==> config.mk <==
export PLATFORM = sky130hd
export DESIGN_NAME = prach_bw_gain
export DESIGN_NICKNAME = d
export VERILOG_FILES = /design/src/hw/prach_ctrl_pkg.sv /design/src/hw/prach_sample_pkg.sv /design/src/hw/prach_bw_gain.sv
export VERILOG_INCLUDE_DIRS = /design/src /design/src/hw
export SDC_FILE = /design/constraint.sdc
export NUM_CORES = 1
export LEC_CHECK = 0
export BUFFER_PORTS_ARGS = -buffer_cell sky130_fd_sc_hd__buf_2
export CAP_MARGIN = 5
export CORE_UTILIZATION = 49
export CTS_CLUSTER_DIAMETER = 120
export CTS_CLUSTER_SIZE = 8
export DETAILED_ROUTE_END_ITERATION = 6
export PLACE_DENSITY_LB_ADDON = 0.3
export SLEW_MARGIN = 15
export SYNTH_ARGS = -nofsm -noshare
export SYNTH_HDL_FRONTEND = slang
export SYNTH_SLANG_ARGS = --single-unit
==> constraint.sdc <==
create_clock -name clk_dfe -period 2.88 [get_ports clk_dfe]
set_clock_uncertainty 0.15 [all_clocks]
set_input_delay 0.144 -clock clk_dfe [delete_from_list [all_inputs] [get_ports clk_dfe]]
set_output_delay 0.144 -clock clk_dfe [all_outputs]
set_load 0.1 [all_outputs]
==> src/hw/prach_cfg.svh <==
`ifndef PRACH_CFG_SVH
`define PRACH_CFG_SVH

// antennas multiplexed on the input stream
`define PRACH_N_ANT 4

// bits per I or Q part
`define PRACH_IQ_W 16

// words per antenna symbol buffer
// must hold the longest block
`define PRACH_FIFO_DEPTH 64

// cyclic prefix length field
`define PRACH_CP_W 10

// PRACH symbol block length per format code
`define PRACH_LEN_F0 64
`define PRACH_LEN_F1 32
`define PRACH_LEN_F2 16
`define PRACH_LEN_F3 48

`endif
==> src/hw/prach_ctrl_pkg.sv <==
`include "prach_cfg.svh"

package prach_ctrl_pkg;

    // PRACH format code
    typedef logic [1:0] format_t;

    // 0 = 20 MHz, 1 = 10 MHz, 2 = 5 MHz, 3 = 15 MHz
    typedef logic [1:0] ch_bw_t;

    // block length and buffer fill, one bit wider than the index
    typedef logic [$clog2(`PRACH_FIFO_DEPTH):0] blk_len_t;

    // read sequencer states
    typedef enum logic [1:0] {
        seq_idle,
        seq_drain,
        seq_wait_last
    } seq_state_t;

    // samples per symbol block for a format code
    function automatic blk_len_t block_len(input format_t fmt);
        case (fmt)
            2'd0:    return blk_len_t'(`PRACH_LEN_F0);
            2'd1:    return blk_len_t'(`PRACH_LEN_F1);
            2'd2:    return blk_len_t'(`PRACH_LEN_F2);
            default: return blk_len_t'(`PRACH_LEN_F3);
        endcase
    endfunction

    // narrower carriers get more attenuation
    function automatic logic [1:0] gain_shift(input ch_bw_t bw);
        case (bw)
            2'd0:    return 2'd0;
            2'd1:    return 2'd1;
            2'd2:    return 2'd2;
            default: return 2'd1;
        endcase
    endfunction

endpackage

==> src/hw/prach_sample_pkg.sv <==
`include "prach_cfg.svh"

package prach_sample_pkg;

    // one IQ sample
    // Q sits in the upper half, I in the lower half
    typedef logic [2*`PRACH_IQ_W-1:0] iq_t;

    // antenna number carried with each sample
    typedef logic [$clog2(`PRACH_N_ANT)-1:0] ant_id_t;

    // sample position inside a symbol block
    // sized by the buffer depth so the longest block fits
    typedef logic [$clog2(`PRACH_FIFO_DEPTH)-1:0] sample_idx_t;

endpackage

==> src/hw/prach_bw_gain.sv <==
`include "prach_cfg.svh"

module prach_bw_gain (
    input  logic                          clk_dfe,
    input  logic                          reset_dfe,
    input  prach_ctrl_pkg::ch_bw_t        ch_bw,
    input  logic                          seq_valid,
    input  prach_sample_pkg::iq_t         seq_data,
    input  prach_sample_pkg::ant_id_t     seq_ant,
    input  prach_sample_pkg::sample_idx_t seq_idx,
    input  logic                          seq_last,
    input  logic                          out_ready,
    output logic                          seq_ready,
    output logic                          out_valid,
    output prach_sample_pkg::iq_t         out_data,
    output prach_sample_pkg::ant_id_t     out_ant,
    output prach_sample_pkg::sample_idx_t out_idx,
    output logic                          out_last
);

    logic [1:0]                     shift;
    logic signed [`PRACH_IQ_W-1:0]  in_i;
    logic signed [`PRACH_IQ_W-1:0]  in_q;
    logic signed [`PRACH_IQ_W-1:0]  gain_i;
    logic signed [`PRACH_IQ_W-1:0]  gain_q;
    logic                           load;

    assign shift = prach_ctrl_pkg::gain_shift(ch_bw);

    // split Q above I
    assign in_i = seq_data[`PRACH_IQ_W-1:0];
    assign in_q = seq_data[2*`PRACH_IQ_W-1:`PRACH_IQ_W];

    // sign kept by arithmetic shift
    assign gain_i = in_i >>> shift;
    assign gain_q = in_q >>> shift;

    // room when empty or emptying this cycle
    assign seq_ready = !out_valid || out_ready;
    assign load      = seq_valid && seq_ready;

    always_ff @(posedge clk_dfe) begin
        if (reset_dfe) begin
            out_valid <= 1'b0;
        end else if (load) begin
            out_valid <= 1'b1;
        end else if (out_ready) begin
            out_valid <= 1'b0;
        end
    end

    // payload and tags change only on a load, so they hold while stalled
    always_ff @(posedge clk_dfe) begin
        if (load) begin
            out_data <= {gain_q, gain_i};
            out_ant  <= seq_ant;
            out_idx  <= seq_idx;
            out_last <= seq_last;
        end
    end

endmodule

==> key figures <==
Drt
  – Routed Antenna Nets: 0
  – Drt drc: 0
  – Drt wl/cell: 12.8 um
  – Via Count: 1,429
  – Via/cell ratio: 4.88
  – Drt pass-1 iters: 4
  – Routed WL: 3.74 mm
  – Initial drt markers: 70

Synthesis
  – Synth Cell Area: 0.00189 mm^2
  – Warnings, synthesis: 0
  – Synth top area cells: edfxtp_1, mux2i_1, o21ai_1
  – Number of flops mapped to enable cells by yosys: 41
  – Synth area leader: edfxtp_1
  – Post-Syn Nets: 189
  – Most numerous cell in the Yosys netlist: edfxtp_1
  – Share of the synthesized area in the top cell type: 65.1%
  – Sequential cell area fraction in the yosys report: 66.1%
  – Syn Inst Count: 142
  – Commonest cells post-synth: edfxtp_1, mux2i_1, nand2_1, o21ai_1, buf_2
  – Synth Register Bits: 42
  – Post-synthesis cell type count: 16
  – Mean Syn Cell Area: 13.3 um^2
  – Async SR Flop Fraction: 0%
  – Synth Flop Type: edfxtp_1

Worst setup path
  – CP endpoint kind: register
  – Crit Path Max Fanout: 41
  – R2r worst-path depth: 2
  – Critical path class: reg -> reg
  – Arr. time, crit path: 1.45 ns
  – Crit start category: register
  – CP required: 2.64 ns

Worst hold path
  – Hold depth: 3
  – Hold WC Path Type: in -> reg

STA
  – Hold WS: 0.00613 ns
  – Final Cycle Share: 58.7%
  – Highest Clock Rate: 592 MHz
  – Final hold violations: 0
  – Setup TNS after final layout: 0 ns
  – Endpoints failing setup: 0
  – Final min period: 1.69 ns
  – Slew @ Worst Pin: 0.938 ns
  – Slew margin rel.: 37.5%
  – RSZ-0062 raised after global routing: false
  – Pins Over Slew Limit: 0

Floorplan
  – IO Pins: 90
  – Rows: 22
  – CORE AREA: 0.00369 mm^2
  – Die Wd: 64.1 um
  – Die H: 64.1 um
  – Starting Density: 51.3%
  – Die area: 0.00411 mm^2

CTS
  – TritonCTS Sinks: 42
  – CTS Root Cell: clkbuf_8
  – CTS clk-pin slew, worst paths: 0.08 ns
  – Clock latency on the worst-skew pair: 0.28 ns
  – CTS tree: built
  – H-tree levels: 2
  – Clock Tree Buf Depth: 2
  – TritonCTS buffer count: 5

Global route
  – First-pass GRT wire length: 5.91 mm
  – Largest net degree at the start of global routing: 42
  – Vias in the first global route: 1,320
  – Overall Global Routing Usage: 19.3%
  – GR Overflow Total: 0
  – Initial antenna violation count: 0

Placed design
  – GPL Wtd Cong: 0.728
  – I/O Buffers: 89
  – DP HPWL: 2.60 mm

Pwr
  – Peak supply drop: 0.295 mV
  – Pwr Density: 626 mW/mm^2
  – Lkg Pwr: 1.16 nW

Layout
  – Layout cells sized above 1: 40.8%
  – Final #Nets: 291
  – Layout area overhead: 35.8%
  – Antenna fix cells: 0

Status
  – Status: finished clean

Job
  – Max-Cap Viols: 0
-- kinds of logic (layout without fill, tap and decap cells) --
| logic type | Yosys count | after routing | synth area share [%] |
|---|---|---|---|
| compound gates | 29 | 29 | 7.67 |
| buf+inv | 10 | 113 | 3.77 |
| flops | 42 | 42 | 66.1 |
| simple gates | 31 | 31 | 6.42 |
| mux | 30 | 30 | 16.0 |
-- metal layers --
| layer | part of all wire [%] | vias up | GRT usage, % |
|---|---|---|---|
| li1 | - | 721 | - |
| met1 | 43 | 629 | 22.5 |
| met2 | 46 | 72 | 31.1 |
| met3 | 8.8 | 7 | 6.61 |
| met4 | 1.9 | 0 | 10.3 |
| met5 | 0 | - | 0 |
-- worst max-delay path, cell delays in order, from the launching register on --
cell and delay [ns]:
dfxtp_2 0.32, nand2b_2 0.06, and2_2 0.76
-- timing repair --
item	4_1_cts	5_1_grt
hold endpoints to repair	12	0
buffers inserted	0	0
hold buffers	13	0
resized for setup	0	0
-- state kept, by name, indices dropped and copies added, names as in the netlist --
signal     flops
out_ant        2
out_data      32
out_idx        6
out_last       1
out_valid      1
-- per-stage QoR --
stage / instances / setup WS, ns / power, W / cell area (um^2) / util (%)
2_1_floorplan: 142 / 0.255 / 0.00114 / 1900 / -
3_3_place_gp: 272 / 1.22 / 0.00122 / 2350 / 63.7
3_5_place_dp: 272 / 1.17 / 0.00123 / 2350 / 63.7
4_1_cts: 293 / 1.18 / 0.00162 / 2570 / 69.7
5_1_grt: 293 / 1.10 / 0.00167 / 2570 / 69.7
6_report: 293 / 1.19 / 0.00161 / 2570 / 69.7
-- final cells by class --
class | instances | area [um^2]
sequential | 42 | 1250
inverter | 1 | 3.75
tap | 48 | 60.1
fill | 280 | 1120
timing repair buffer | 104 | 591
clock buffer | 8 | 90.1
multi-input combinational | 90 | 573
-- cell usage in the layout (no fill, tap or decap) --
cell | synthesis | routed
buf_2 | 5 | 89
edfxtp_1 | 41 | 41
mux2i_1 | 28 | 28
nand2_1 | 28 | 28
o21ai_1 | 28 | 28
dlygate4sd3_1 | 0 | 13
clkbuf_8 | 0 | 6
mux2_1 | 2 | 2
clkbuf_1 | 1 | 2
buf_4 | 0 | 2
nand2b_2 | 0 | 1
and2_2 | 0 | 1
nor2_1 | 1 | 1
inv_1 | 1 | 1
a21oi_1 | 1 | 1
dfxtp_2 | 0 | 1
-- worst paths after layout --
check | slack (ns) | to | start
setup / recovery | 1.19 | out_ant[0] | out_valid
hold / removal | 0.006 | out_data[16] | seq_data[17]
setup reg to reg | 1.19 | out_ant[0] | out_valid
hold reg to reg | 0.88 | out_valid | out_valid
-- power by group --
group / leakage [nW] / internal (W) / switching (W) / total, W
registers: 0.408 / 0.000725 / 0.0000101 / 0.000736
clock network: 0.0455 / 0.000195 / 0.000184 / 0.000379
logic: 0.704 / 0.0000968 / 0.000398 / 0.000495
total: 1.16 / 0.00102 / 0.000592 / 0.00161
No activity file was read; power rests on OpenSTA's default activity.
