==> config.mk <==
export PLATFORM = sky130hd
export DESIGN_NAME = prach_capture_gate
export DESIGN_NICKNAME = d
export VERILOG_FILES = /design/src/hw/prach_ctrl_pkg.sv /design/src/hw/prach_sample_pkg.sv /design/src/hw/prach_capture_gate.sv
export VERILOG_INCLUDE_DIRS = /design/src /design/src/hw
export SDC_FILE = /design/constraint.sdc
export NUM_CORES = 1
export LEC_CHECK = 0
export BUFFER_PORTS_ARGS = -buffer_cell sky130_fd_sc_hd__buf_2
export CAP_MARGIN = 40
export CORE_MARGIN = 5
export CORE_UTILIZATION = 55
export DETAILED_ROUTE_END_ITERATION = 8
export HOLD_SLACK_MARGIN = 0.08
export PLACE_DENSITY_LB_ADDON = 0.3
export REMOVE_ABC_BUFFERS = 1
export SLEW_MARGIN = 20
export SYNTH_ARGS = -nofsm -noshare
export SYNTH_HDL_FRONTEND = slang
export SYNTH_SLANG_ARGS = --single-unit
==> constraint.sdc <==
create_clock -name clk_dfe -period 4 [get_ports clk_dfe]
set_clock_uncertainty 0.15 [all_clocks]
set_input_delay 0.8 -clock clk_dfe [delete_from_list [all_inputs] [get_ports clk_dfe]]
set_output_delay 0.8 -clock clk_dfe [all_outputs]
set_load 0.01 [all_outputs]
==> src/hw/prach_cfg.svh <==
`ifndef PRACH_CFG_SVH
`define PRACH_CFG_SVH

// antennas multiplexed on the input stream
`define PRACH_N_ANT 4

// bits per I or Q part
`define PRACH_IQ_W 16

// words per antenna symbol buffer
// must hold the longest block
`define PRACH_FIFO_DEPTH 64

// cyclic prefix length field
`define PRACH_CP_W 10

// PRACH symbol block length per format code
`define PRACH_LEN_F0 64
`define PRACH_LEN_F1 32
`define PRACH_LEN_F2 16
`define PRACH_LEN_F3 48

`endif
==> src/hw/prach_ctrl_pkg.sv <==
`include "prach_cfg.svh"

package prach_ctrl_pkg;

    // PRACH format code
    typedef logic [1:0] format_t;

    // 0 = 20 MHz, 1 = 10 MHz, 2 = 5 MHz, 3 = 15 MHz
    typedef logic [1:0] ch_bw_t;

    // block length and buffer fill, one bit wider than the index
    typedef logic [$clog2(`PRACH_FIFO_DEPTH):0] blk_len_t;

    // read sequencer states
    typedef enum logic [1:0] {
        seq_idle,
        seq_drain,
        seq_wait_last
    } seq_state_t;

    // samples per symbol block for a format code
    function automatic blk_len_t block_len(input format_t fmt);
        case (fmt)
            2'd0:    return blk_len_t'(`PRACH_LEN_F0);
            2'd1:    return blk_len_t'(`PRACH_LEN_F1);
            2'd2:    return blk_len_t'(`PRACH_LEN_F2);
            default: return blk_len_t'(`PRACH_LEN_F3);
        endcase
    endfunction

    // narrower carriers get more attenuation
    function automatic logic [1:0] gain_shift(input ch_bw_t bw);
        case (bw)
            2'd0:    return 2'd0;
            2'd1:    return 2'd1;
            2'd2:    return 2'd2;
            default: return 2'd1;
        endcase
    endfunction

endpackage

==> src/hw/prach_sample_pkg.sv <==
`include "prach_cfg.svh"

package prach_sample_pkg;

    // one IQ sample
    // Q sits in the upper half, I in the lower half
    typedef logic [2*`PRACH_IQ_W-1:0] iq_t;

    // antenna number carried with each sample
    typedef logic [$clog2(`PRACH_N_ANT)-1:0] ant_id_t;

    // sample position inside a symbol block
    // sized by the buffer depth so the longest block fits
    typedef logic [$clog2(`PRACH_FIFO_DEPTH)-1:0] sample_idx_t;

endpackage

==> src/hw/prach_capture_gate.sv <==
`include "prach_cfg.svh"

module prach_capture_gate (
    input  logic                           clk_dfe,
    input  logic                           reset_dfe,
    input  logic                           in_valid,
    input  prach_sample_pkg::iq_t          in_data,
    input  prach_sample_pkg::ant_id_t      in_ant,
    input  logic                           sub_frame_mrkr,
    input  logic [`PRACH_CP_W-1:0]         prach_cp,
    input  prach_ctrl_pkg::format_t        format,
    output logic [`PRACH_N_ANT-1:0]        wr_en,
    output prach_sample_pkg::iq_t          wr_data
);

    // per antenna capture state
    logic [`PRACH_N_ANT-1:0]   armed;
    logic [`PRACH_CP_W-1:0]    skip_cnt [`PRACH_N_ANT];
    prach_ctrl_pkg::blk_len_t  wr_cnt   [`PRACH_N_ANT];

    // selected by the antenna of the current beat
    prach_ctrl_pkg::blk_len_t  blk_len;
    logic                      beat_armed;
    logic                      in_cp;
    logic                      last_wr;

    assign blk_len = prach_ctrl_pkg::block_len(format);

    // only beats of an armed antenna count
    assign beat_armed = in_valid && armed[in_ant];

    // still inside this antenna's cyclic prefix
    assign in_cp = skip_cnt[in_ant] < prach_cp;

    // final sample of the block for this antenna
    assign last_wr = wr_cnt[in_ant] == blk_len - 1'b1;

    always_ff @(posedge clk_dfe) begin
        if (reset_dfe) begin
            armed <= '0;
            wr_en <= '0;
            for (int a = 0; a < `PRACH_N_ANT; a++) begin
                skip_cnt[a] <= '0;
                wr_cnt[a]   <= '0;
            end
        end else begin
            wr_en <= '0;
            if (sub_frame_mrkr) begin
                // new subframe
                // rearm every antenna, a beat in the marker cycle is not taken
                armed <= '1;
                for (int a = 0; a < `PRACH_N_ANT; a++) begin
                    skip_cnt[a] <= '0;
                    wr_cnt[a]   <= '0;
                end
            end else if (beat_armed) begin
                if (in_cp) begin
                    // drop and count cp samples
                    skip_cnt[in_ant] <= skip_cnt[in_ant] + 1'b1;
                end else begin
                    wr_en[in_ant]  <= 1'b1;
                    wr_cnt[in_ant] <= wr_cnt[in_ant] + 1'b1;
                    // block complete
                    // ignore this antenna until the next marker
                    if (last_wr) begin
                        armed[in_ant] <= 1'b0;
                    end
                end
            end
        end
    end

    // shared write data
    // wr_en picks which buffer takes it
    always_ff @(posedge clk_dfe) begin
        if (in_valid) begin
            wr_data <= in_data;
        end
    end

endmodule

==> results.md <==
- Status: complete, no violations
- Crit-path slowest cell: mux4_2
- R2R Setup Slk: 0.91 ns
- # setup viols final: 0
- Layout fillers: about 600
- Die Height: approximately 100 um
- Die width: 102 um
- Leakage: ~2.2 nW
- Post-CTS sizing: 0
- Fin crit share: between 80% and 90%
- Die area: between 0.01 and 0.015 mm2
- Power, Total: around 2.2 mW
- Fin cells: approximately 530
- Congestion Overflow GR: 0
- FP Rows: 33
- Routed wire length: 9550 um
- Worst-path fanout max: 10
- Crit path DAT: between 3 and 4 ns
- Cell taking the most area after synthesis: edfxtp_1
- Top FF cell, synth: edfxtp_1
- Vias/cell: about 5.5
- Antenna violations before repair: 0
- CTS root buf: clkbuf_8
- Register area share after synthesis: about 70%
- Clock sinks: around 110
- Vias: between 2,000 and 3,000
- Startpoint types: input port
- Inserted Diodes: 0
- Slowest stage delay, CP: around 0.62 ns
- Skew-Pair Late Insertion Delay: approximately 0.37 ns
- Worst Max-Slew Pin Slew: about 0.58 ns
- Cts bufs inserted: 9
- Commonest non-fill, non-tap cell in the layout: edfxtp_1
- Share of Yosys cell area claimed by the top area cell type: between 60% and 70%
- Levels on crit path: 8
- Routed len/inst: 18.1 um
- Dpl cells: 513
- Vias in the first global route: 2,848
- Cts hold-fix bufs: 0
- Residual DRC: 0
- GP Congestion: roughly 0.85
- Initial core utilization: around 57%
- Pins Over Slew Limit: 0
- Grt met1 use: roughly 28%
- Synth cell types: 34
- Layout area overhead: 16.9%
- Critical Path End Type: flop
- H-tree levels: 3
- Core area: 0.00822 mm2
- Critical Path End: skip_cnt[1][2]
- Final worst path period need: ~3.5 ns
- Worst Path Buf+Inv: 1
- Max Cap Viol: 0
- Reg2reg path depth: 7
- Hold Crit Class: flop to flop
- Syn Area/Cell: approximately 14 um2
- Io pins: 86
- Most used routing layer: met2
- RSZ-0062 raised after global routing: no
- Global-route wire length before repair: between 10,000 and 15,000 um
- Synth area leaders: edfxtp_1 (65%), mux4_2 (8.2%), nor2_1 (6.1%)
- Synth warn: 0
- Number of synthesized flops with an enable pin: 100
- Post-CTS setup buffers: 0
- Cell Area, Synth: 0.00465 mm2
- Final hold vios: 0
- Gate Count Post-Synth: 325
- Sum Neg Setup Slack: 0 ns
- FFs w/ async S/R, synth: 0%
- Hold_sp: armed[0]
- Yosys reg bits: 108
- Max VDD drop: about 210 uV
- All-Layer GR Usage: about a fifth
- Layout cells sized above 1: roughly a third
- Critical Path RT: between 3 and 4 ns
- CP delay by family, top: compound AO/OA/AOI/OAI gates
- Largest net degree at the start of global routing: 35
- Fmax: roughly 0.28 GHz
- Port bufs: 85
- Cell mode on critical path: nand2_1
- Critical R2R Capture: skip_cnt[1][2]
- Max-slew headroom: 61.2%
- TritonCTS clock tree: built
- Number of nets still failing antenna checks after routing: 0
- Layout Nets: between 400 and 500
- M2 GR Usage: ~30%
- DRT Pass-1 Iters: 4
- Met3 usage: roughly 4%
- Crit-path cells: buf_2, mux4_2, ha_1, a21oi_1, o21ai_0, a211oi_4, nand2_1, nand2_1
- Crit path launch: in_ant[0]
- Final HPWL DP: between 7000 and 8000 um
- Most frequent cells in the layout: edfxtp_1 (100), buf_2 (85), nor2_1 (75)
- Critical path class: input port to flop
- Worst-path clk slew: around 0.1 ns
- Max clock buf depth: 2
- Reg-to-Reg Start: skip_cnt[2][3]
- Pwr/cell area: ~410 mW/mm2
- DRT iter0 DRCs: 201
## power breakdown
part,switching [mW],internal (mW),total (mW)
combinational,0.127,0.0894,0.217
sequential,0.0204,1.29,1.31
clock,0.375,0.304,0.679
total,0.523,1.69,2.21
## flip-flops by register name, summed over array words and instances, names as in the netlist
name / cells
armed: 4
skip_cnt: 40
wr_cnt: 28
wr_data: 32
wr_en: 4
## cells in the mapped netlist (2+ instances only)
library cell / number
a21oi_1: 4
ha_1: 13
nor2b_1: 2
and3_1: 5
xor2_1: 5
mux4_2: 17
xnor2_1: 10
nand3_1: 5
nor2_1: 75
nand2b_1: 6
and4_1: 3
nand2_1: 22
o21ai_0: 2
a211oi_1: 2
nor3_1: 2
edfxtp_1: 100
buf_2: 11
inv_1: 18
dfxtp_1: 8
## worst min path at each step
stage / to / depth (start not counted)
2_1_floorplan: armed[0] / 2
3_3_place_gp: armed[0] / 2
3_5_place_dp: armed[0] / 2
4_1_cts: armed[0] / 2
5_1_grt: armed[0] / 2
6_report: armed[0] / 2
## metrics by stage
stage	hold WS, ns	utilization, %	area [um2]	setup slack [ns]
6_report	0.374	66.1	5430	0.481
5_1_grt	0.399	66.1	5430	0.314
4_1_cts	0.369	66.1	5430	0.462
3_5_place_dp	0.354	63.6	5230	0.0612
3_3_place_gp	0.338	63.6	5230	0.149
2_1_floorplan	0.300	-	4580	0.671
## final cells by class
| type | count | area [um2] | share of cell area [%] |
|---|---|---|---|
| timing repair buffer | 97 | 515 | 9.49 |
| sequential | 108 | 3160 | 58.2 |
| clock inverter | 6 | 78.8 | 1.45 |
| multi-input combinational | 185 | 1350 | 24.8 |
| inverter | 18 | 67.6 | 1.24 |
| clock buffer | 10 | 128 | 2.35 |
| tap | 105 | 131 | 2.42 |
## cells by family after synthesis
| group | count (synthesis) | share of synthesized area [%] |
|---|---|---|
| AND/OR/NAND/NOR | 124 | 11.6 |
| XOR/XNOR | 15 | 2.83 |
| AO/OA/AOI/OAI | 16 | 2.83 |
| flip-flops | 108 | 68.0 |
| buffers and inverters | 32 | 2.96 |
| adder cells (fa/ha/maj) | 13 | 3.50 |
| multiplexers | 17 | 8.24 |
## layer usage
layer	vias up	wire (um)
met5	-	0
met4	0	151
met3	12	946
met2	126	4370
met1	1407	4090
li1	1359	-
## tightest hold or removal path: stages (launching register included)
cell and delay [ns]:
dfxtp_1 0.33, inv_1 0.09, a221oi_2 0.07
Power figures use the tool's default switching activity.
