File: config.mk
export PLATFORM = sky130hd
export DESIGN_NAME = prach_symbol_fifo
export DESIGN_NICKNAME = d
export VERILOG_FILES = /design/src/hw/prach_ctrl_pkg.sv /design/src/hw/prach_sample_pkg.sv /design/src/hw/prach_symbol_fifo.sv
export VERILOG_INCLUDE_DIRS = /design/src /design/src/hw
export SDC_FILE = /design/constraint.sdc
export NUM_CORES = 2
export LEC_CHECK = 0
export BUFFER_PORTS_ARGS = -buffer_cell sky130_fd_sc_hd__buf_2
export CAP_MARGIN = 20
export CORE_ASPECT_RATIO = 1.2
export CORE_UTILIZATION = 50
export CTS_CLUSTER_SIZE = 12
export DETAILED_ROUTE_END_ITERATION = 12
export PLACE_DENSITY = 0.76
export RECOVER_POWER = 100
export REMOVE_ABC_BUFFERS = 1
export SLEW_MARGIN = 20
export SYNTH_ARGS = -nofsm -noshare
export SYNTH_HDL_FRONTEND = slang
export SYNTH_SLANG_ARGS = --single-unit
File: constraint.sdc
create_clock -name clk_dfe -period 5.02 [get_ports clk_dfe]
set_input_delay 0.251 -clock clk_dfe [delete_from_list [all_inputs] [get_ports clk_dfe]]
set_output_delay 0.251 -clock clk_dfe [all_outputs]
set_load 0.005 [all_outputs]
File: src/hw/prach_cfg.svh
`ifndef PRACH_CFG_SVH
`define PRACH_CFG_SVH

// antennas multiplexed on the input stream
`define PRACH_N_ANT 4

// bits per I or Q part
`define PRACH_IQ_W 16

// words per antenna symbol buffer
// must hold the longest block
`define PRACH_FIFO_DEPTH 64

// cyclic prefix length field
`define PRACH_CP_W 10

// PRACH symbol block length per format code
`define PRACH_LEN_F0 64
`define PRACH_LEN_F1 32
`define PRACH_LEN_F2 16
`define PRACH_LEN_F3 48

`endif
File: src/hw/prach_ctrl_pkg.sv
`include "prach_cfg.svh"

package prach_ctrl_pkg;

    // PRACH format code
    typedef logic [1:0] format_t;

    // 0 = 20 MHz, 1 = 10 MHz, 2 = 5 MHz, 3 = 15 MHz
    typedef logic [1:0] ch_bw_t;

    // block length and buffer fill, one bit wider than the index
    typedef logic [$clog2(`PRACH_FIFO_DEPTH):0] blk_len_t;

    // read sequencer states
    typedef enum logic [1:0] {
        seq_idle,
        seq_drain,
        seq_wait_last
    } seq_state_t;

    // samples per symbol block for a format code
    function automatic blk_len_t block_len(input format_t fmt);
        case (fmt)
            2'd0:    return blk_len_t'(`PRACH_LEN_F0);
            2'd1:    return blk_len_t'(`PRACH_LEN_F1);
            2'd2:    return blk_len_t'(`PRACH_LEN_F2);
            default: return blk_len_t'(`PRACH_LEN_F3);
        endcase
    endfunction

    // narrower carriers get more attenuation
    function automatic logic [1:0] gain_shift(input ch_bw_t bw);
        case (bw)
            2'd0:    return 2'd0;
            2'd1:    return 2'd1;
            2'd2:    return 2'd2;
            default: return 2'd1;
        endcase
    endfunction

endpackage

File: src/hw/prach_sample_pkg.sv
`include "prach_cfg.svh"

package prach_sample_pkg;

    // one IQ sample
    // Q sits in the upper half, I in the lower half
    typedef logic [2*`PRACH_IQ_W-1:0] iq_t;

    // antenna number carried with each sample
    typedef logic [$clog2(`PRACH_N_ANT)-1:0] ant_id_t;

    // sample position inside a symbol block
    // sized by the buffer depth so the longest block fits
    typedef logic [$clog2(`PRACH_FIFO_DEPTH)-1:0] sample_idx_t;

endpackage

File: src/hw/prach_symbol_fifo.sv
`include "prach_cfg.svh"

module prach_symbol_fifo (
    input  logic                      clk_dfe,
    input  logic                      reset_dfe,
    input  logic                      wr_en,
    input  prach_sample_pkg::iq_t     wr_data,
    input  logic                      rd_en,
    output prach_sample_pkg::iq_t     rd_data,
    output prach_ctrl_pkg::blk_len_t  count,
    output logic                      empty
);

    localparam int PTR_W = $clog2(`PRACH_FIFO_DEPTH);

    // sample storage
    prach_sample_pkg::iq_t mem [`PRACH_FIFO_DEPTH];

    logic [PTR_W-1:0] wr_ptr;
    logic [PTR_W-1:0] rd_ptr;
    logic             do_rd;

    assign empty = count == '0;

    // a pop on an empty buffer is ignored
    assign do_rd = rd_en && !empty;

    // show-ahead head word
    assign rd_data = mem[rd_ptr];

    always_ff @(posedge clk_dfe) begin
        if (wr_en) begin
            mem[wr_ptr] <= wr_data;
        end
    end

    // pointers wrap at the power of two depth
    always_ff @(posedge clk_dfe) begin
        if (reset_dfe) begin
            wr_ptr <= '0;
            rd_ptr <= '0;
            count  <= '0;
        end else begin
            if (wr_en) begin
                wr_ptr <= wr_ptr + 1'b1;
            end
            if (do_rd) begin
                rd_ptr <= rd_ptr + 1'b1;
            end
            // occupancy
            case ({wr_en, do_rd})
                2'b10:   count <= count + 1'b1;
                2'b01:   count <= count - 1'b1;
                default: count <= count;
            endcase
        end
    end

endmodule

==> key figures <==
STA
  • Max-slew headroom: -138%
  • Final Hold Viols: 0
  • Hold slack: 0.418 ns
  • Slew Limit Fails: 3281
  • Setup TNS: 0 ns
  • Final period util: 99.6%
  • Setup WS post-layout: 0.0212 ns
  • RSZ-0062 raised after global routing: no
  • Clk_skew: 0.0251 ns
  • Worst Max-Slew Pin Slew: 3.57 ns
  • Fin crit period: 5.00 ns
  • Endpoints failing setup: 0
  • Max Clk Rate: 200 MHz

Finish
  • Share of cells above drive strength 1: 24.2%
  • Post-layout util: 56.0%
  • Nets: 3753
  • Design area: 87700 um2
  • FILL cells: 11200
  • Layout area overhead: 10.9%

Logic synthesis
  • Leading area contributor after synthesis: edfxtp_1
  • Synth unique cells: 54
  • Top_reg_cell synth: edfxtp_1
  • Syn Std Cell Area: 79100 um2
  • Post-synthesis sequential area ratio: 78.3%
  • Area contributors post-synth: edfxtp_1 78%, mux4_2 14%, mux2i_1 0.92%
  • Syn_area_per_cell: 22.7 um2
  • Synth warnings: 0
  • Seq cells post-synth: 2073
  • Count leader, synth: edfxtp_1
  • Synthesized instance count: 3483
  • Post-synth EDFFs: 2048
  • Asr flop ratio synth: 0%
  • Post-synth top cells: 2048 x edfxtp_1, 502 x mux4_2, 119 x nor2_1
  • Post-synth top area share: 77.7%

Route
  • Wire per inst: 33.8 um
  • Vias: 38900
  • Vias per std cell: 6.60
  • Iter 0 DRT Violations: 5346
  • DRT Pass-1 Iters: 7
  • DRT antenna net count: 0
  • Total wire length: 199 mm
  • Residual DRC: 0

Critical path
  • R2R setup slack: 0.23 ns
  • Crit path DAT: 5.46 ns
  • Crit path launch type: input pin
  • Beginning of the worst register-to-register path: wr_ptr[2]
  • Crit Path Max Fanout: 19
  • Critical path class: in -> reg
  • Buffers plus inverters on the worst setup path: 4
  • Reg2reg end: mem[13][20]
  • Cell with the largest stage delay on the worst path: nor2_1
  • Crit path max-delay family: simple AND/OR/NAND/NOR gates
  • Critical Path RT: 5.48 ns
  • R2R cell count: 4
  • Critical path capture point type: flip-flop
  • Most frequent CP cell: nor2_1
  • Slowest Stage Delay on Critical Path: 2.51 ns
  • Critical path cell sequence: dlygate4sd3_1 -> clkbuf_1 -> inv_1 -> nor2_1 -> nand2_1 -> nor2_1 -> buf_2

Outcome
  • Status: finished with violations
  • Failing checks: max-capacitance violations, max-slew violations

Clock network
  • CTS Buf Count: 198
  • CTS-repair resized insts: 0
  • Htree depth: 4
  • CTS sink cnt: 2073
  • Clk buf depth: 3
  • Clk Latency, worst-skew pair: 0.82 ns
  • Clock root buffer: clkbuf_16
  • Clock transition at path regs: 0.06 ns
  • # Post-CTS Setup Buffers: 0
  • CTS tree: built

Place
  • Placement Cell Area: 82700 um2
  • Post-Place Worst Slack: 1.21 ns
  • Port-buffer cells: 75
  • HPWL after DPL: 110 mm
  • GPL Wtd Cong: 0.844

Worst hold path
  • Hold Path End: count[6]
  • HP Start: reset_dfe
  • Worst min-delay path class: in -> reg
  • Hold path depth: 3

Die
  • IO Count: 76
  • Die Width: 365 um
  • Core area: 157000 um2
  • Row Count: 159
  • Die area: 160000 um2
  • Initial Util: 50.5%
  • Die Ht: 438 um

Pwr
  • Leak pwr: 26.2 nW
  • Clock share of power: 35.2%
  • Reg power frac: 51.2%
  • Combinational power share: 13.6%
  • Sw frac: 23.5%
  • Pint: 0.0288 W
  • Power per cell area: 429 nW/um2
  • Peak VDD IR: 382 uV
  • Net Sw Power: 0.00887 W

Global routing
  • Largest net degree at the start of global routing: 102
  • GRT Total Usage: 25.2%
  • Gr ovfl total: 0
  • Initial antenna violation count: 13
  • Vias in the first global route: 39900
  • First-pass GRT wire length: 284 mm

Run
  • Max-cap viol count: 92
worst min-delay path: stages:
cell and delay [ns]:
dlygate4sd3_1 0.53, buf_2 0.27, nor2_1 0.14
routing by layer:
layer / vias up / GRT usage [%] / part of all wire [%] / wire (um)
met5: - / 0 / 0.023 / 45
met4: 6 / 10.7 / 4.4 / 8760
met3: 512 / 6.52 / 12 / 23600
met2: 2761 / 40.5 / 49 / 97100
met1: 20300 / 32.7 / 35 / 69200
li1: 15300 / - / - / -
power groups by stage:
stage	clock network (W)	logic [W]	registers (W)
2_1_floorplan	0	0.00394	0.0200
3_3_place_gp	0	0.00510	0.0196
3_5_place_dp	0	0.00515	0.0196
4_1_cts	0.0134	0.00520	0.0193
5_1_grt	0.0140	0.00543	0.0193
6_report	0.0133	0.00512	0.0193
cell usage in the layout (no fill, tap or decap), types with 4 or more instances in the layout:
| master | synthesis | final |
|---|---|---|
| and3_1 | 6 | 6 |
| clkbuf_16 | 0 | 201 |
| clkinv_1 | 0 | 21 |
| dfxtp_4 | 0 | 4 |
| mux2_2 | 25 | 25 |
| nor2_1 | 119 | 110 |
| clkbuf_2 | 0 | 43 |
| o211ai_1 | 6 | 6 |
| or3_1 | 7 | 7 |
| buf_2 | 53 | 30 |
| ha_1 | 5 | 5 |
| a22o_1 | 36 | 36 |
| clkbuf_1 | 80 | 108 |
| dlygate4sd3_1 | 0 | 19 |
| clkinv_2 | 0 | 5 |
| nor2b_1 | 16 | 11 |
| mux2i_1 | 73 | 73 |
| a22oi_1 | 5 | 5 |
| diode_2 | 0 | 9 |
| dfxtp_1 | 25 | 20 |
| a21oi_1 | 80 | 80 |
| nand3_1 | 12 | 12 |
| buf_12 | 0 | 13 |
| or3b_2 | 4 | 4 |
| nor2_4 | 0 | 9 |
| buf_4 | 49 | 49 |
| nor3_1 | 19 | 17 |
| clkinv_8 | 0 | 6 |
| nand2_1 | 32 | 32 |
| nand3b_1 | 6 | 6 |
| xor2_1 | 12 | 12 |
| nand2b_1 | 17 | 17 |
| nand4_1 | 8 | 8 |
| a221oi_1 | 56 | 56 |
| mux4_2 | 502 | 502 |
| edfxtp_1 | 2048 | 2048 |
| o21ai_0 | 30 | 30 |
| o22ai_1 | 66 | 66 |
| o221ai_1 | 27 | 27 |
state kept, by name, indices dropped and copies added, names as in the netlist, named ones only:
register  cells
wr_ptr        6
mem        2048
rd_ptr        6
count         7
final cells by class:
cell class	count	area, um2	share of cell area (%)
repair buffers	230	1480	1.69
multi-input cells	1206	16100	18.4
well taps	2093	2620	2.98
diodes	9	22.5	0.0257
inverters	3	11.3	0.0128
clock inverters	39	318	0.362
flip-flops and latches	2073	62000	70.7
clock buffers	236	5160	5.88
metrics by stage:
step,cells,total power [W]
6_report,5889,0.0377
5_1_grt,5885,0.0387
4_1_cts,5863,0.0378
3_5_place_dp,5585,0.0248
3_3_place_gp,5584,0.0247
2_1_floorplan,3282,0.0240
cell families after synthesis:
| family | count (synthesis) | share of synthesized area [%] |
|---|---|---|
| simple gates | 262 | 1.59 |
| buf+inv | 204 | 1.43 |
| mux | 600 | 15.6 |
| fa+ha+maj | 5 | 0.0791 |
| flops | 2073 | 78.3 |
| compound gates | 325 | 2.84 |
| xor+xnor | 14 | 0.155 |
how the worst max path moves through the flow:
stage / to / slack, ns / from / cells after the start
floorplan: rd_data[21] / -17.76 / flip-flop / 5
global placement: rd_data[25] / 1.18 / flip-flop / 8
detailed placement: rd_data[25] / 1.21 / flip-flop / 8
CTS: rd_data[25] / 0.30 / flip-flop / 8
global route: mem[58][1] / 0.05 / wr_en / 7
finish: mem[58][1] / 0.02 / wr_en / 7
timing repair:
action / 4_1_cts / 5_1_grt
hold endpoints to repair: 21 / 149
endpoints found under the setup margin: 0 / 0
hold buffers: 3 / 16
No activity file was read; power rests on OpenSTA's default activity.
