--- config.mk ---
export PLATFORM = sky130hd
export DESIGN_NAME = prach_read_sequencer
export DESIGN_NICKNAME = d
export VERILOG_FILES = /design/src/hw/prach_ctrl_pkg.sv /design/src/hw/prach_sample_pkg.sv /design/src/hw/prach_read_sequencer.sv
export VERILOG_INCLUDE_DIRS = /design/src /design/src/hw
export SDC_FILE = /design/constraint.sdc
export NUM_CORES = 1
export LEC_CHECK = 0
export ABC_CLOCK_PERIOD_IN_PS = 2200
export BUFFER_PORTS_ARGS = -buffer_cell sky130_fd_sc_hd__buf_4
export CAP_MARGIN = 20
export CORE_AREA = 2 2 81 83
export CTS_CLUSTER_SIZE = 8
export DETAILED_ROUTE_END_ITERATION = 10
export DIE_AREA = 0 0 83 85
export HOLD_SLACK_MARGIN = 0.12
export PLACE_DENSITY_LB_ADDON = 0.08
export SETUP_SLACK_MARGIN = 0.1
export SLEW_MARGIN = 20
export SYNTH_ARGS = -nofsm -noshare
export SYNTH_HDL_FRONTEND = slang
export SYNTH_SLANG_ARGS = --single-unit
--- constraint.sdc ---
create_clock -name clk_dfe -period 2.2 [get_ports clk_dfe]
set_clock_uncertainty 0.1 [all_clocks]
set_input_delay 0.22 -clock clk_dfe [delete_from_list [all_inputs] [get_ports clk_dfe]]
set_output_delay 0.22 -clock clk_dfe [all_outputs]
set_load 0.03 [all_outputs]
--- src/hw/prach_cfg.svh ---
`ifndef PRACH_CFG_SVH
`define PRACH_CFG_SVH

// antennas multiplexed on the input stream
`define PRACH_N_ANT 4

// bits per I or Q part
`define PRACH_IQ_W 16

// words per antenna symbol buffer
// must hold the longest block
`define PRACH_FIFO_DEPTH 64

// cyclic prefix length field
`define PRACH_CP_W 10

// PRACH symbol block length per format code
`define PRACH_LEN_F0 64
`define PRACH_LEN_F1 32
`define PRACH_LEN_F2 16
`define PRACH_LEN_F3 48

`endif
--- src/hw/prach_ctrl_pkg.sv ---
`include "prach_cfg.svh"

package prach_ctrl_pkg;

    // PRACH format code
    typedef logic [1:0] format_t;

    // 0 = 20 MHz, 1 = 10 MHz, 2 = 5 MHz, 3 = 15 MHz
    typedef logic [1:0] ch_bw_t;

    // block length and buffer fill, one bit wider than the index
    typedef logic [$clog2(`PRACH_FIFO_DEPTH):0] blk_len_t;

    // read sequencer states
    typedef enum logic [1:0] {
        seq_idle,
        seq_drain,
        seq_wait_last
    } seq_state_t;

    // samples per symbol block for a format code
    function automatic blk_len_t block_len(input format_t fmt);
        case (fmt)
            2'd0:    return blk_len_t'(`PRACH_LEN_F0);
            2'd1:    return blk_len_t'(`PRACH_LEN_F1);
            2'd2:    return blk_len_t'(`PRACH_LEN_F2);
            default: return blk_len_t'(`PRACH_LEN_F3);
        endcase
    endfunction

    // narrower carriers get more attenuation
    function automatic logic [1:0] gain_shift(input ch_bw_t bw);
        case (bw)
            2'd0:    return 2'd0;
            2'd1:    return 2'd1;
            2'd2:    return 2'd2;
            default: return 2'd1;
        endcase
    endfunction

endpackage

--- src/hw/prach_sample_pkg.sv ---
`include "prach_cfg.svh"

package prach_sample_pkg;

    // one IQ sample
    // Q sits in the upper half, I in the lower half
    typedef logic [2*`PRACH_IQ_W-1:0] iq_t;

    // antenna number carried with each sample
    typedef logic [$clog2(`PRACH_N_ANT)-1:0] ant_id_t;

    // sample position inside a symbol block
    // sized by the buffer depth so the longest block fits
    typedef logic [$clog2(`PRACH_FIFO_DEPTH)-1:0] sample_idx_t;

endpackage

--- src/hw/prach_read_sequencer.sv ---
`include "prach_cfg.svh"

module prach_read_sequencer (
    input  logic                         clk_dfe,
    input  logic                         reset_dfe,
    input  prach_ctrl_pkg::format_t      format,
    input  prach_sample_pkg::iq_t        fifo_data  [`PRACH_N_ANT],
    input  prach_ctrl_pkg::blk_len_t     fifo_count [`PRACH_N_ANT],
    input  logic                         seq_ready,
    output logic [`PRACH_N_ANT-1:0]      rd_en,
    output logic                         seq_valid,
    output prach_sample_pkg::iq_t        seq_data,
    output prach_sample_pkg::ant_id_t    seq_ant,
    output prach_sample_pkg::sample_idx_t seq_idx,
    output logic                         seq_last
);

    prach_ctrl_pkg::seq_state_t    state;
    prach_sample_pkg::ant_id_t     cur_ant;
    prach_sample_pkg::sample_idx_t idx;

    prach_ctrl_pkg::blk_len_t      blk_len;
    prach_ctrl_pkg::blk_len_t      cur_count;
    logic                          accept;
    logic                          pre_last;
    logic                          last_ant;

    assign blk_len   = prach_ctrl_pkg::block_len(format);
    assign cur_count = fifo_count[cur_ant];

    // head word valid only while draining and buffer not empty
    assign seq_valid = (state != prach_ctrl_pkg::seq_idle) && (cur_count != '0);
    assign accept    = seq_valid && seq_ready;

    // index of the sample before the last one
    assign pre_last = {1'b0, idx} == blk_len - 2'd2;
    assign last_ant = cur_ant == prach_sample_pkg::ant_id_t'(`PRACH_N_ANT - 1);

    // mux of the selected antenna's head word and tags
    assign seq_data = fifo_data[cur_ant];
    assign seq_ant  = cur_ant;
    assign seq_idx  = idx;

    // wait_last holds exactly the final sample of the block
    assign seq_last = state == prach_ctrl_pkg::seq_wait_last;

    // pop the head word as the gain stage takes it
    always_comb begin
        rd_en          = '0;
        rd_en[cur_ant] = accept;
    end

    // one loop over the antennas
    // drain takes samples 0 to len-2, wait_last takes the final one
    always_ff @(posedge clk_dfe) begin
        if (reset_dfe) begin
            state   <= prach_ctrl_pkg::seq_idle;
            cur_ant <= '0;
            idx     <= '0;
        end else begin
            case (state)
                prach_ctrl_pkg::seq_idle: begin
                    // antenna 0 holds a full block
                    if (fifo_count[0] >= blk_len) begin
                        state   <= prach_ctrl_pkg::seq_drain;
                        cur_ant <= '0;
                        idx     <= '0;
                    end
                end
                prach_ctrl_pkg::seq_drain: begin
                    if (accept) begin
                        idx <= idx + 1'b1;
                        if (pre_last) begin
                            state <= prach_ctrl_pkg::seq_wait_last;
                        end
                    end
                end
                prach_ctrl_pkg::seq_wait_last: begin
                    // last sample taken, next antenna or done
                    if (accept) begin
                        idx <= '0;
                        if (last_ant) begin
                            state   <= prach_ctrl_pkg::seq_idle;
                            cur_ant <= '0;
                        end else begin
                            state   <= prach_ctrl_pkg::seq_drain;
                            cur_ant <= cur_ant + 1'b1;
                        end
                    end
                end
                default: begin
                    state <= prach_ctrl_pkg::seq_idle;
                end
            endcase
        end
    end

endmodule

==> results by group <==
Status
  – Status: completed

STA
  – Slew HR: 69.41%
  – Fmax: between 400 and 500 MHz
  – Final setup fails: 0
  – Crit path time final: 2116 ps
  – RSZ-0062 raised after global routing: yes
  – Final period utilization: 96.16%
  – Max Slew Vio Count: 0
  – Slew @ Worst Pin: 454.7 ps
  – Fin Hold WS: around 150 ps
  – Hold Vio Cnt, Final: 0

Clock tree
  – CTS clk-pin slew, worst paths: approximately 50 ps
  – Number of buffers inserted by hold repair at cts: 0
  – CTS max path bufs: 2
  – CTS H-Tree Depth: 1
  – Clock root buffer: clkbuf_8
  – CTS Buf Count: 3
  – Skew-Pair Late Insertion Delay: 240 ps
  – CTS tree: done
  – Clk sinks: 10

Cells and area
  – Number of nets in the layout: 550
  – Layout Cells excl Fill: 451
  – Layout cells sized above 1: 76.74%
  – Ant. Diodes: 0
  – Commonest non-fill, non-tap cell in the layout: buf_4
  – Commonest cells after routing, fill and taps aside: buf_4 (216), mux4_2 (32), nand2_1 (9), dfxtp_1 (9)
  – P&R area growth vs syn: 116.7%
  – Fill count: 570
  – Post-route cell area: 3680 µm²
  – Final core utilization: 59.31%

Global route
  – GRT overflow: 0
  – Initial antenna violation count: 0
  – Maximum number of pins on one net before global-route repair: 38
  – Vias in the first global route: 2353
  – First-pass GRT wire length: between 10000 and 15000 µm
  – Gr usage total: around 23%

Worst setup path
  – Crit path cell chain: buf_6 > ha_4 > nor2_4 > ha_4 > nor2b_4 > a311o_1 > a311oi_2 > a31oi_2 > or3b_1 > a21oi_1
  – Worst path slowest cell: or3b_1
  – Startpoint Class: input port
  – Crit path top cell by count: ha_4
  – Critical path class: in2reg
  – Max stage delay on crit path: around 400 ps
  – Worst Path Arrival: 2180 ps
  – Worst-path maximum fanout: 3
  – Crit. End Element: flop
  – Req. time, crit path: 2270 ps

Power
  – Net Sw Frac: 31.58%
  – Logic pwr share: 58.9%
  – Pwr/cell area: 252.0 nW/µm²
  – Maximum VDD drop: 172.9 µV
  – Leak: 1.657 nW
  – Design Power: just over 900 µW
  – P_sw: 292.8 µW
  – Clk pwr share: 20.4%
  – Pint: 634.5 µW
  – Sequential Power Share: between 20% and 30%

Floorplan
  – Die W: 83 µm
  – Ports: 207
  – # rows: 29
  – Die area: 7055 µm²
  – Initial cell density of the core: 27.36%
  – Die height: about 85 µm
  – Core Area: approximately 6200 µm²

Yosys
  – Syn nets: between 300 and 400
  – Yosys top cell area share: between 40% and 50%
  – Asr flop ratio synth: 0%
  – Synth Area per Inst: ~11 µm²
  – Ys flop type: dfxtp_1
  – Cells after synthesis: around 160
  – Post-synth EDFFs: 0
  – Synthesized flop and latch total: 10
  – Cell Area, Synth: 1698 µm²
  – Sequential area share after synthesis: about an eighth
  – Synth cell types: 44
  – Synth area leaders: mux4_2 (42%), dfxtp_1 (12%), ha_1 (9.6%)
  – Synth Warn #: 0
  – Yosys top cell by area: mux4_2

Placed design
  – Placed instance count: 439
  – Routability cong.: about 0.88
  – Placed cell area: 3442 µm²
  – Port bufs: 206
  – Post-DP HPWL: between 7000 and 8000 µm

Route
  – Drt total wl: 8548 µm
  – Drt pass-1 iters: 4
  – Vias: 2289
  – Final ANT Viol Nets: 0
  – M1 wire length: 3302 µm
  – Avg WL per Cell: 18.95 µm
  – Highest routed layer: met4
  – Initial DRC count: 91
  – Routed length on met3: 601 µm
  – Residual DRC count: 0
  – Routed length on met2: 4420 µm
  – Vias per cell: ~5.1

Hold path
  – Worst hold path type: in2reg

Job
  – Total of max-cap violations: 0
## worst paths after layout
kind / startpoint / end / slack [ps] / cells after the start
max: format[0] / seq_idx[2] / 80 / 10
min reg2reg: seq_idx[5] / seq_idx[5] / 460 / 2
max reg2reg: seq_ant[0] / seq_idx[5] / 250 / 8
min: reset_dfe / seq_ant[1] / 150 / 2
## worst max-delay path: cells and delay by family
kind,cells,cell delay [ps]
AOI/OAI and AO/OA,4,830
adders and majority gates,2,370
buffers and inverters,1,110
and+or+nand+nor,3,650
## power groups by stage
stage	sequential (mW)	clock (mW)	combinational (mW)
6_report	0.192	0.189	0.547
5_1_grt	0.193	0.202	0.578
4_1_cts	0.191	0.192	0.521
3_5_place_dp	0.196	0	0.504
3_3_place_gp	0.196	0	0.494
2_1_floorplan	0.197	0	0.188
## repair_timing
item / in CTS / in global routing
gates resized for setup: 9 / 20
setup buffers: 3 / 6
setup endpoints to repair: 6 / 12
pin swaps: 7 / 11
## registers in the layout, summed over array words and instances (netlist names)
register and count:
seq_idx 6, seq_ant 2, state 2
## cell usage after synthesis (2+ instances only)
cell type	n
nand3_1	6
nand2_1	9
xnor2_1	2
buf_2	2
nor2b_1	5
nor2_1	9
ha_1	13
inv_1	10
dfxtp_1	10
nor4_1	5
a21oi_1	4
a31oi_1	2
and2_1	4
mux4_2	32
o21ai_0	4
buf_1	2
or2_2	2
nand2b_1	3
o31ai_1	2
clkbuf_1	5
or3_1	2
nand4_1	2
## kinds of logic after synthesis
| kind of cell | Yosys count | synth area share (%) |
|---|---|---|
| AOI/OAI and AO/OA | 23 | 10.46 |
| buffers and inverters | 20 | 5.012 |
| adders and majority gates | 13 | 9.580 |
| DFF | 10 | 11.79 |
| and+or+nand+nor | 55 | 18.57 |
| xor gates and xnor gates | 3 | 1.548 |
| muxes | 33 | 43.04 |
## stage by stage
| stage | setup slack (ps) | TNS, ps |
|---|---|---|
| 3_3_place_gp | -184.5 | -545.5 |
| 2_1_floorplan | 54.52 | 0 |
| 6_report | 84.39 | 0 |
| 3_5_place_dp | -211.8 | -787.4 |
| 5_1_grt | 21.51 | 0 |
| 4_1_cts | 96.75 | 0 |
## area by class of cell
| class | instances | area (µm²) | area share (%) |
|---|---|---|---|
| repair buffers | 224 | 1738 | 47.23 |
| multi-input cells | 127 | 1558 | 42.33 |
| flip-flops and latches | 10 | 203.9 | 5.542 |
| well taps | 77 | 96.34 | 2.618 |
| inverters | 10 | 42.54 | 1.156 |
| clock buffers | 3 | 41.29 | 1.122 |
## per-layer routing
metal / global-route usage, % / vias to the layer above
li1: - / 1070
met4: 6.855 / 0
met1: 27.92 / 1079
met5: 0 / -
met2: 39.66 / 121
met3: 5.545 / 19
Note: power is estimated with default switching activity, not from simulation.
